==> src/source/cmd_pkg.sv <==
`default_nettype none

package cmd_pkg;

	localparam int FIFO_DEPTH = 256; // power of two

	localparam logic [7:0] QUERY_BYTE = 8'h3F; // '?'

	// letter ranges, ASCII
	localparam logic [7:0] CHAR_UPPER_A = 8'h41;
	localparam logic [7:0] CHAR_UPPER_Z = 8'h5A;
	localparam logic [7:0] CHAR_LOWER_A = 8'h61;
	localparam logic [7:0] CHAR_LOWER_Z = 8'h7A;

	localparam int CASE_BIT = 5; // upper and lower differ only here

	typedef enum logic [1:0] {
		OP_ECHO,
		OP_SWAP_CASE,
		OP_QUERY
	} opcode_t;

	typedef struct packed {
		opcode_t op;
		logic [7:0] data; // byte as received
	} decoded_cmd_t;

	typedef struct packed {
		logic [7:0] data;
	} reply_t;

endpackage

`default_nettype wire

==> src/source/uart_pkg.sv <==
`default_nettype none

package uart_pkg;

	localparam int CLK_FRE_MHZ = 50; // board clock in MHz
	localparam int BAUD_RATE = 115200;

	// integer division rounds down, 434 at 50 MHz
	localparam int CYCLES_PER_BIT = CLK_FRE_MHZ * 1_000_000 / BAUD_RATE;

	// one byte on its way into or out of a serial port
	typedef struct packed {
		logic [7:0] data;
		logic valid; // request, or one-cycle pulse from rx
	} serial_byte_t;

endpackage

`default_nettype wire

==> src/source/byte_fifo.sv <==
`default_nettype none
`timescale 1ns/1ns

module byte_fifo import uart_pkg::*, cmd_pkg::*; (
	input logic CLK,
	input logic rst_n,
	input serial_byte_t push,
	input logic pop,
	output logic [7:0] pop_data,
	output logic empty,
	output logic full
);

	logic [7:0] mem [FIFO_DEPTH];
	logic [$clog2(FIFO_DEPTH)-1:0] wr_ptr;
	logic [$clog2(FIFO_DEPTH)-1:0] rd_ptr;
	logic [$clog2(FIFO_DEPTH):0] count;
	logic do_push;
	logic do_pop;

	assign do_push = push.valid && !full; // byte lost when full
	assign do_pop = pop && !empty;
	assign empty = (count == '0);
	assign full = count[$clog2(FIFO_DEPTH)]; // msb set only at FIFO_DEPTH
	assign pop_data = mem[rd_ptr];

	always_ff @(posedge CLK) begin
		if (do_push)
			mem[wr_ptr] <= push.data;
	end

	always_ff @(posedge CLK or negedge rst_n) begin
		if (!rst_n) begin
			wr_ptr <= '0;
			rd_ptr <= '0;
			count <= '0;
		end else begin
			if (do_push)
				wr_ptr <= wr_ptr + 1'b1; // wraps at depth
			if (do_pop)
				rd_ptr <= rd_ptr + 1'b1;
			case ({do_push, do_pop})
				2'b10: count <= count + 1'b1;
				2'b01: count <= count - 1'b1;
				default: count <= count;
			endcase
		end
	end

	assert property (@(posedge CLK) disable iff (!rst_n) !(push.valid && full))
		else $error("rx byte dropped, fifo full");

	assert property (@(posedge CLK) disable iff (!rst_n) !(pop && empty))
		else $error("pop from empty fifo");

endmodule

`default_nettype wire

==> src/source/cmd_decode.sv <==
`default_nettype none
`timescale 1ns/1ns

module cmd_decode import cmd_pkg::*; (
	input logic CLK,
	input logic rst_n,
	input logic [7:0] pop_data,
	input logic empty,
	output logic pop,
	output decoded_cmd_t dec_cmd,
	output logic dec_valid,
	input logic dec_ready
);

	opcode_t op_next;
	logic is_upper;
	logic is_lower;

	assign is_upper = (pop_data >= CHAR_UPPER_A) && (pop_data <= CHAR_UPPER_Z);
	assign is_lower = (pop_data >= CHAR_LOWER_A) && (pop_data <= CHAR_LOWER_Z);

	always_comb begin
		if (pop_data == QUERY_BYTE)
			op_next = OP_QUERY;
		else if (is_upper || is_lower)
			op_next = OP_SWAP_CASE;
		else
			op_next = OP_ECHO;
	end

	// take a new byte when the register is free or leaving
	assign pop = !empty && (!dec_valid || dec_ready);

	always_ff @(posedge CLK or negedge rst_n) begin
		if (!rst_n) begin
			dec_cmd <= '{op: OP_ECHO, data: 8'h00};
			dec_valid <= 1'b0;
		end else if (pop) begin
			dec_cmd <= '{op: op_next, data: pop_data};
			dec_valid <= 1'b1;
		end else if (dec_ready)
			dec_valid <= 1'b0;
	end

endmodule

`default_nettype wire

==> src/source/cmd_execute.sv <==
`default_nettype none
`timescale 1ns/1ns

module cmd_execute import cmd_pkg::*; (
	input logic CLK,
	input logic rst_n,
	input decoded_cmd_t dec_cmd,
	input logic dec_valid,
	output logic dec_ready,
	output reply_t exe_reply,
	output logic exe_valid,
	input logic exe_ready
);

	logic [7:0] byte_cnt; // non-query commands, wraps at 256
	logic accept;
	reply_t reply_next;

	assign dec_ready = !exe_valid || exe_ready;
	assign accept = dec_valid && dec_ready;

	always_comb begin
		reply_next.data = dec_cmd.data;
		unique case (dec_cmd.op)
			OP_SWAP_CASE: reply_next.data[CASE_BIT] = ~dec_cmd.data[CASE_BIT];
			OP_QUERY: reply_next.data = byte_cnt;
			default: reply_next.data = dec_cmd.data; // echo
		endcase
	end

	always_ff @(posedge CLK or negedge rst_n) begin
		if (!rst_n) begin
			exe_valid <= 1'b0;
			byte_cnt <= '0;
		end else begin
			if (accept) begin
				exe_valid <= 1'b1;
				if (dec_cmd.op != OP_QUERY)
					byte_cnt <= byte_cnt + 1'b1;
			end else if (exe_ready)
				exe_valid <= 1'b0;
		end
	end

	always_ff @(posedge CLK) begin
		if (accept)
			exe_reply <= reply_next;
	end

endmodule

`default_nettype wire

==> src/source/reply_stage.sv <==
`default_nettype none
`timescale 1ns/1ns

module reply_stage import uart_pkg::*, cmd_pkg::*; (
	input logic CLK,
	input logic rst_n,
	input reply_t exe_reply,
	input logic exe_valid,
	output logic exe_ready,
	output serial_byte_t tx_byte,
	input logic tx_ready,
	output logic [7:0] led
);

	logic tx_take;

	assign tx_take = tx_byte.valid && tx_ready;
	assign exe_ready = !tx_byte.valid || tx_ready;

	always_ff @(posedge CLK or negedge rst_n) begin
		if (!rst_n) begin
			tx_byte <= '0;
			led <= 8'hFF; // leds are active low
		end else begin
			if (tx_take)
				led <= ~tx_byte.data;
			if (exe_valid && exe_ready)
				tx_byte <= '{data: exe_reply.data, valid: 1'b1};
			else if (tx_take)
				tx_byte.valid <= 1'b0;
		end
	end

	// upstream reply must hold while stalled
	assert property (@(posedge CLK) disable iff (!rst_n)
		(exe_valid && !exe_ready) |=> (exe_valid && $stable(exe_reply)))
		else $error("exe_reply changed while waiting for reply register");

endmodule

`default_nettype wire

==> src/source/uart_echo_top.sv <==
`default_nettype none
`timescale 1ns/1ns

module uart_echo_top import uart_pkg::*, cmd_pkg::*; (
	input logic CLK,
	input logic rst_n,
	input logic rx,
	output logic tx,
	output logic [7:0] led
);

	serial_byte_t rx_byte;
	serial_byte_t tx_byte;
	logic [7:0] pop_data;
	logic empty;
	logic pop;
	decoded_cmd_t dec_cmd;
	logic dec_valid;
	logic dec_ready;
	reply_t exe_reply;
	logic exe_valid;
	logic exe_ready;
	logic tx_ready;

	uart_rx uart_rx_i (
		.CLK(CLK), .rst_n(rst_n), .rx(rx), .rx_byte(rx_byte)
	);

	// full is only needed inside the FIFO
	byte_fifo byte_fifo_i (
		.CLK(CLK), .rst_n(rst_n), .push(rx_byte), .pop(pop),
		.pop_data(pop_data), .empty(empty), .full()
	);

	cmd_decode cmd_decode_i (
		.CLK(CLK), .rst_n(rst_n), .pop_data(pop_data), .empty(empty), .pop(pop),
		.dec_cmd(dec_cmd), .dec_valid(dec_valid), .dec_ready(dec_ready)
	);

	cmd_execute cmd_execute_i (
		.CLK(CLK), .rst_n(rst_n), .dec_cmd(dec_cmd), .dec_valid(dec_valid),
		.dec_ready(dec_ready), .exe_reply(exe_reply), .exe_valid(exe_valid),
		.exe_ready(exe_ready)
	);

	reply_stage reply_stage_i (
		.CLK(CLK), .rst_n(rst_n), .exe_reply(exe_reply), .exe_valid(exe_valid),
		.exe_ready(exe_ready), .tx_byte(tx_byte), .tx_ready(tx_ready), .led(led)
	);

	uart_tx uart_tx_i (
		.CLK(CLK), .rst_n(rst_n), .tx_byte(tx_byte), .tx_ready(tx_ready), .tx(tx)
	);

endmodule

`default_nettype wire

==> src/source/uart_rx.sv <==
`default_nettype none
`timescale 1ns/1ns

module uart_rx import uart_pkg::*; (
	input logic CLK,
	input logic rst_n,
	input logic rx,
	output serial_byte_t rx_byte
);

	typedef enum logic [1:0] {
		RX_IDLE,
		RX_START,
		RX_DATA,
		RX_STOP
	} rx_state_t;

	rx_state_t state;
	logic rx_meta;
	logic rx_sync;
	logic [15:0] cyc_cnt;
	logic [2:0] bit_idx;
	logic [7:0] shift_reg;

	// line idles high
	always_ff @(posedge CLK or negedge rst_n) begin
		if (!rst_n) begin
			rx_meta <= 1'b1;
			rx_sync <= 1'b1;
		end else begin
			rx_meta <= rx;
			rx_sync <= rx_meta;
		end
	end

	always_ff @(posedge CLK or negedge rst_n) begin
		if (!rst_n) begin
			state <= RX_IDLE;
			cyc_cnt <= '0;
			bit_idx <= '0;
			shift_reg <= '0;
			rx_byte <= '0;
		end else begin
			rx_byte.valid <= 1'b0; // pulse only
			case (state)
				RX_IDLE: begin
					cyc_cnt <= '0;
					if (!rx_sync)
						state <= RX_START;
				end
				RX_START: begin
					if (cyc_cnt == 16'(CYCLES_PER_BIT / 2 - 1)) begin
						cyc_cnt <= '0;
						bit_idx <= '0;
						state <= rx_sync ? RX_IDLE : RX_DATA; // glitch, not a start bit
					end else
						cyc_cnt <= cyc_cnt + 1'b1;
				end
				RX_DATA: begin
					if (cyc_cnt == 16'(CYCLES_PER_BIT - 1)) begin
						cyc_cnt <= '0;
						shift_reg <= {rx_sync, shift_reg[7:1]}; // lsb first
						bit_idx <= bit_idx + 1'b1;
						if (bit_idx == 3'd7)
							state <= RX_STOP;
					end else
						cyc_cnt <= cyc_cnt + 1'b1;
				end
				RX_STOP: begin
					if (cyc_cnt == 16'(CYCLES_PER_BIT - 1)) begin
						cyc_cnt <= '0;
						state <= RX_IDLE;
						if (rx_sync) begin
							rx_byte.data <= shift_reg;
							rx_byte.valid <= 1'b1;
						end
					end else
						cyc_cnt <= cyc_cnt + 1'b1;
				end
				default: state <= RX_IDLE;
			endcase
		end
	end

endmodule

`default_nettype wire

==> src/source/uart_tx.sv <==
`default_nettype none
`timescale 1ns/1ns

module uart_tx import uart_pkg::*; (
	input logic CLK,
	input logic rst_n,
	input serial_byte_t tx_byte,
	output logic tx_ready,
	output logic tx
);

	typedef enum logic [1:0] {
		TX_IDLE,
		TX_START,
		TX_DATA,
		TX_STOP
	} tx_state_t;

	tx_state_t state;
	logic [15:0] cyc_cnt;
	logic [2:0] bit_idx;
	logic [7:0] shift_reg;
	logic bit_end;

	assign tx_ready = (state == TX_IDLE);
	assign bit_end = (cyc_cnt == 16'(CYCLES_PER_BIT - 1));

	always_ff @(posedge CLK or negedge rst_n) begin
		if (!rst_n) begin
			state <= TX_IDLE;
			cyc_cnt <= '0;
			bit_idx <= '0;
			shift_reg <= '0;
			tx <= 1'b1;
		end else begin
			cyc_cnt <= bit_end ? '0 : cyc_cnt + 1'b1;
			case (state)
				TX_IDLE: begin
					cyc_cnt <= '0;
					if (tx_byte.valid) begin
						shift_reg <= tx_byte.data;
						tx <= 1'b0; // start bit from next cycle
						state <= TX_START;
					end
				end
				TX_START: if (bit_end) begin
					tx <= shift_reg[0];
					bit_idx <= '0;
					state <= TX_DATA;
				end
				TX_DATA: if (bit_end) begin
					bit_idx <= bit_idx + 1'b1;
					if (bit_idx == 3'd7) begin
						tx <= 1'b1;
						state <= TX_STOP;
					end else begin
						tx <= shift_reg[1];
						shift_reg <= shift_reg >> 1;
					end
				end
				TX_STOP: if (bit_end)
					state <= TX_IDLE;
				default: state <= TX_IDLE;
			endcase
		end
	end

	// line must rest at mark level between frames
	assert property (@(posedge CLK) disable iff (!rst_n) (state == TX_IDLE) |-> tx)
		else $error("tx low while transmitter idle");

endmodule

`default_nettype wire

==> config.mk <==
export PLATFORM = sky130hd
export DESIGN_NAME = uart_echo_top
export DESIGN_NICKNAME = d
export VERILOG_FILES = /design/src/source/cmd_pkg.sv /design/src/source/uart_pkg.sv /design/src/source/byte_fifo.sv /design/src/source/cmd_decode.sv /design/src/source/cmd_execute.sv /design/src/source/reply_stage.sv /design/src/source/uart_echo_top.sv /design/src/source/uart_rx.sv /design/src/source/uart_tx.sv
export SDC_FILE = /design/constraint.sdc
export NUM_CORES = 2
export LEC_CHECK = 0
export ABC_AREA = 1
export ABC_CLOCK_PERIOD_IN_PS = 7450
export BUFFER_PORTS_ARGS = -buffer_cell sky130_fd_sc_hd__buf_2
export CORE_MARGIN = 2
export CORE_UTILIZATION = 28
export DETAILED_ROUTE_END_ITERATION = 8
export PLACE_DENSITY_LB_ADDON = 0.25
export SLEW_MARGIN = 10
export SYNTH_ARGS = -nofsm -noshare
export SYNTH_HDL_FRONTEND = slang
export SYNTH_SLANG_ARGS = --single-unit
==> constraint.sdc <==
create_clock -name CLK -period 7.45 [get_ports CLK]
set_clock_uncertainty 0.05 [all_clocks]
set_input_delay 1.49 -clock CLK [delete_from_list [all_inputs] [get_ports CLK]]
set_output_delay 1.49 -clock CLK [all_outputs]
set_load 0.02 [all_outputs]
After elaboration in Yosys (flattened, before gate mapping)
Memory sizes are Yosys's and may differ from the RTL's.
Cells that the tools add are included.
{ "word_totals": {"mem_count": 1, "reg_bits": 140, "wordCells": 157, "ramBits": 2048, "in_bits": 3} }
{ "memory_table": {"columns": ["name", "words", "word_bits", "read_ports", "rd_ports_with_merged_regs", "wr", "line", "source"], "rows": [
  ["byte_fifo_i.mem", 256, 8, 1, 0, 1, "byte_fifo.sv:14", "logic [7:0] mem [FIFO_DEPTH];"]
]} }
{ "classes": {"magnitude_cmp": 4, "bitwise": 2, "eq_ne": 28, "n_reduce_logical": 38, "muxes": 50, "add_sub_neg": 9} }
{ "ops": {"columns": ["op", "n"], "rows": [
  ["16-bit 2-to-1 mux", 4],
  ["16-bit one-hot mux with 3 select lines", 1],
  ["16-bit by 1-bit adder with 16-bit output (second input constant)", 2],
  ["16-bit by 9-bit == test with 1-bit output (second input constant)", 2],
  ["2-bit 2-to-1 mux", 13],
  ["8-bit by 1-bit adder with 8-bit output (second input constant)", 3],
  ["8-bit 2-to-1 mux", 3],
  ["2-bit by 1-bit != test with 1-bit output (second input constant)", 9],
  ["9-bit one-hot mux with 2 select lines", 1],
  ["16-bit by 8-bit == test with 1-bit output (second input constant)", 1],
  ["8-bit by 7-bit greater-or-equal comparator with 1-bit output (second input constant)", 2],
  ["8-bit by 7-bit <= comparator with 1-bit output (second input constant)", 2],
  ["1-bit 2-to-1 mux", 16],
  ["2-bit one-hot mux with 4 select lines", 2],
  ["8-bit one-hot mux with 2 select lines", 1],
  ["2-bit nonzero test", 7],
  ["2-bit == test (second input constant)", 6],
  ["3-bit 2-to-1 mux", 4],
  ["3-bit one-hot mux with 2 select lines", 2],
  ["5-bit AND reduction", 2],
  ["9-bit by 1-bit adder with 9-bit output (second input constant)", 1],
  ["9-bit logical NOT", 1],
  ["3-bit AND reduction", 3],
  ["9-bit by 1-bit subtractor with 9-bit output (second input constant)", 1],
  ["18 further kinds", 42]
]} }

Logic depth before layout (Yosys ltp)
{ "logic_depth": {"ltp_word": 8, "ltp_mapped": 27, "mapped_depth_nobuf": 25} }

Cells and area by module
A second synthesis with hierarchy kept.
{ "hier_totals": {"hier_cells": 8371, "area_unflattened_um2": 92197.2} }
{ "modules_own_cells": {"columns": ["module", "seq_area_each_um2", "cells_each", "n_inst", "area_per_inst_um2"], "rows": [
  ["byte_fifo", 62124.6, 7708, 1, 86394.1],
  ["uart_rx", 1003.5, 216, 1, 1979.4],
  ["uart_tx", 752.0, 221, 1, 1741.7],
  ["cmd_execute", 465.4, 99, 1, 862.1],
  ["reply_stage", 435.4, 65, 1, 689.4],
  ["cmd_decode", 275.3, 62, 1, 530.5]
]} }

Worst setup path after synthesis
Ideal clock, no wire load.
{ "synth_timing": {"kind": "register to register", "start": "reg uart_rx_i.rx_byte[1] (netlist name)", "end": "mem byte_fifo_i.mem[0][0], data pin", "path_buffers": 0, "required_time_ns": 6.596, "setup_slack_ns": 3.413, "stages_incl_launch_ff": 1, "t_arrival_ns": 3.183, "cell_sequence": "dfrtp_1"} }
{ "synth_rtl": {"columns": ["element", "line"], "rows": [
  ["end, declared", "byte_fifo.sv:14"]
]} }
No word-level cell before the write port.

Worst setup path in the final report
{ "layout_timing": {"start": "reg byte_fifo_i.rd_ptr[0]", "end": "reg cmd_decode_i.dec_cmd[8] (netlist name)"} }
{ "layout_via": {"elab_chain_len": 6} }
{ "layout_lines": {"columns": ["element", "line", "source"], "rows": [
  ["start, declared", "byte_fifo.sv:16", "logic [$clog2(FIFO_DEPTH)-1:0] rd_ptr;"],
  ["start signal, assigned", "byte_fifo.sv:41", "rd_ptr <= rd_ptr + 1'b1;"],
  ["memory read 256 x 8 bit *", null, null],
  ["8-bit by 7-bit greater-or-equal comparator with 1-bit output (tied with other cells)", "cmd_decode.sv:19", "assign is_upper = (pop_data >= CHAR_UPPER_A) && (pop_data <= CHAR_UPPER_Z);"],
  ["1-bit logical AND, on equally long branches", "cmd_decode.sv:19, cmd_decode.sv:20", null],
  ["1-bit logical OR", "cmd_decode.sv:25", "else if (is_upper || is_lower)"],
  ["1-bit 2-to-1 mux", "cmd_decode.sv:25", null],
  ["2-bit 2-to-1 mux *", "cmd_decode.sv:23", "if (pop_data == QUERY_BYTE)"]
]} }
Every way passes the cells marked *; elsewhere a longest branch is shown, timed or not.
A chain may end at the register's enable or synchronous reset.

==> run metrics <==
crit-path max FO=about 260; Max IR drop VDD=0.000204 V; GR met3 Demand/Resource=0.0246; setup TNS=0 ns; R2R cell count=18; first-pass GRT wire length=about 390000 um; wire per inst=21.2 um; htree depth=4; Inserted Clock Buffers=239; Die ar.=approximately 330000 sq um; postcts setup bufs=0; clock sinks=~2200; CTS tree=built; WHS Path Cells=0; Min-Delay Path Class=reg -> reg; PwrDens=~240 nW/um^2; count leader, synth=edfxtp_1; max_cap viols=0; Largest regs=byte_fifo_i.mem: 2048 flops, uart_rx_i.cyc_cnt: 16 flops, uart_tx_i.cyc_cnt: 16 flops; Die X=around 580 um; Cell Area, Synth=91600 sq um; final instance area=around 100000 sq um; data required time of the critical path=roughly 8.2 ns; pin count of the biggest net entering global routing=264; final worst path period share=0.669; crit path cell chain=clkinv_16, buf_12, o21ai_0, nand3_1, nand3_1, nand2_1, nand3_1, nand3_1, nand3_1, nand2_1, nand2_2, nor2_2, nand3_1, nand2_1, nand2_1, nand2_1, nand2_1, nand2_1; met2 Resource Use GR=0.253; arrival time of the worst setup path=between 5 and 6 ns; share of cells above drive strength 1=0.0597; startpoint types=flip-flop; area share of the largest cell type after synthesis=0.674; Initial Util=0.281; Port Buffers=11; Post-synth EDFFs=just over 2000; Critical Path Start=byte_fifo_i.rd_ptr[0]; CP max stage cell=dfrtp_4; hold path startpoint=uart_rx_i.rx_meta; post-synthesis cell type count=47; Syn Inst Count=between 8000 and 9000; Slew @ Worst Pin=approximately 1.2 ns; Setup crit end kind=flip-flop; DRC=0; ys async rst share=0.0603; CP max stage delay=0.99 ns; HPWL after DPL=roughly 150000 um; leakage power=about 33 nW; predominant post-synthesis flop cell=edfxtp_1; Commonest cells post-synth=2056 x edfxtp_1, 1622 x nor2_1, 1583 x nand2_1; Global Route met1 Usage=0.217; initial antenna violation count=8; row count=210; Syn Area/Cell=approximately 11 sq um; max reg flops=between 2000 and 2500; clk_lat worst skew=between 0.8 and 0.9 ns; final hold viol count=0; antenna-violating nets left=0; I/O pins=12; Starting DRT DRC Count=between 5000 and 6000; DR pass1 iterations=6; Tot GR Track Use=0.157; hold_buf cts=0; Routed WL=around 270000 um; clock-pin slew on the worst setup and hold paths=0.06 ns; CP Class=reg -> reg; Area Growth Syn to Fin=12.3%; launching point of the worst reg2reg path=byte_fifo_i.rd_ptr[0]; Die Ht=just under 600 um; status=complete, no violations; vias per cell=4.73; Root Driver=clkbuf_16; Biggest register=byte_fifo_i.mem; RSZ-0062 raised after global routing=false; Slew headroom=0.206; area leader, netlist=edfxtp_1; Slew Viols, Final=0; Highest Clock Rate=roughly 200 MHz; crit-path most repeated cell=nand2_1; flops & latches, synth=about 2200; Yosys warnings=0; GRT Max-Usage Layer=met2; crit path time final=about 5 ns; Seq/Total Area, Yosys=0.710; Final Setup Violations=0; Synth Net Count=between 8000 and 9000; vias in the first global route=57447; post-cts sizing count=0; GRT overflow=0; top cells by area, synth=edfxtp_1 67%, nor2_1 6.6%, nand2_1 6.5%; clk buf depth=4; core area=around 330000 sq um; vias=59470; RD Place Congestion=0.845; count of nets after finishing=between 8000 and 9000; placed inst area=95600 sq um
[per-stage QoR]
stage | worst slack, ns | hold WS [ns] | power [mW] | cells | utilization
floorplan | 3.41 | 0.295 | 13.5 | 8165 | -
global placement | 2.44 | 0.298 | 13.5 | 12147 | 0.293
detailed placement | 2.66 | 0.297 | 13.5 | 12147 | 0.293
CTS | 2.64 | 0.305 | 24.8 | 12571 | 0.315
global route | 2.24 | 0.315 | 25.3 | 12572 | 0.315
finish | 2.47 | 0.305 | 24.6 | 12574 | 0.315
[worst paths after layout]
kind	to	slack, ns
setup / recovery	cmd_decode_i.dec_cmd[8]	2.47
hold / removal	uart_rx_i.rx_sync	0.30
setup reg to reg	cmd_decode_i.dec_cmd[8]	2.47
hold reg to reg	uart_rx_i.rx_sync	0.30
max in group asynchronous	uart_rx_i.rx_byte[6]	5.43
min in group asynchronous	uart_tx_i.cyc_cnt[11]	0.66
[layout make-up]
class                      instances  area, sq um
fill                           32793       224000
sequential                      2188        65100
multi-input combinational       5071        22300
clock buffer                     293         6240
tap                             4346         5440
inverter                         429         1650
timing repair buffer             113         1100
clock inverter                   131         1050
antenna                            3         7.51
[placed cells by master, fill, tap and decap left out, types with 4 or more instances in the layout]
cell          n
inv_6         6
clkinv_1     73
or2_2        15
o21ai_1     129
o21ai_0     680
ha_1         34
nor3b_1      11
edfxtp_1   2056
nand4_1       7
clkbuf_1     49
mux2_2        6
nand2_2       7
nor2_1     1621
dfrtp_4      11
o22ai_1      28
clkbuf_8      4
buf_4        80
dfstp_2      11
inv_1       411
clkinv_2     34
dfrtp_1     109
buf_12       22
o21a_1        9
nor4_1        8
and3_1        4
xor2_1       23
a21oi_1     128
clkbuf_16   240
nand3_1     598
bufinv_16    16
nor3_1       30
buf_2        10
o211ai_1    123
inv_2         9
nand2_1    1582
o31ai_1       5
[where the power goes]
group          switching [mW]  internal, mW  total (mW)
Clock                    4.87          6.45        11.3
Combinational          0.0150       0.00107      0.0161
Sequential           0.000487          13.2        13.2
Total                    4.89          19.7        24.6
[routing by layer]
| layer | routed length, um | up-vias |
|---|---|---|
| li1 | - | 27750 |
| met4 | 7590 | 0 |
| met3 | 15800 | 399 |
| met1 | 119000 | 29648 |
| met2 | 124000 | 1673 |
| met5 | 0 | - |
[critical path, delay by kind of cell, from the launching register on]
family | cells | cell delay [ns]
compound gates | 1 | 0.37
buf+inv | 2 | 1.20
simple gates | 15 | 1.88
flops | 1 | 0.99
[logic make-up (layout without fill, tap and decap cells)]
family          count (synthesis)  after routing  synth area share
simple gates                 3892           3892             0.170
flops                        2188           2188             0.710
compound gates               1112           1112            0.0651
fa+ha+maj                      35             35           0.00486
mux                             6              6          0.000737
other cells                     0              3                 0
buf+inv                       906            966            0.0471
xor+xnor                       26             26           0.00248
No activity file was read; power rests on OpenSTA's default activity.
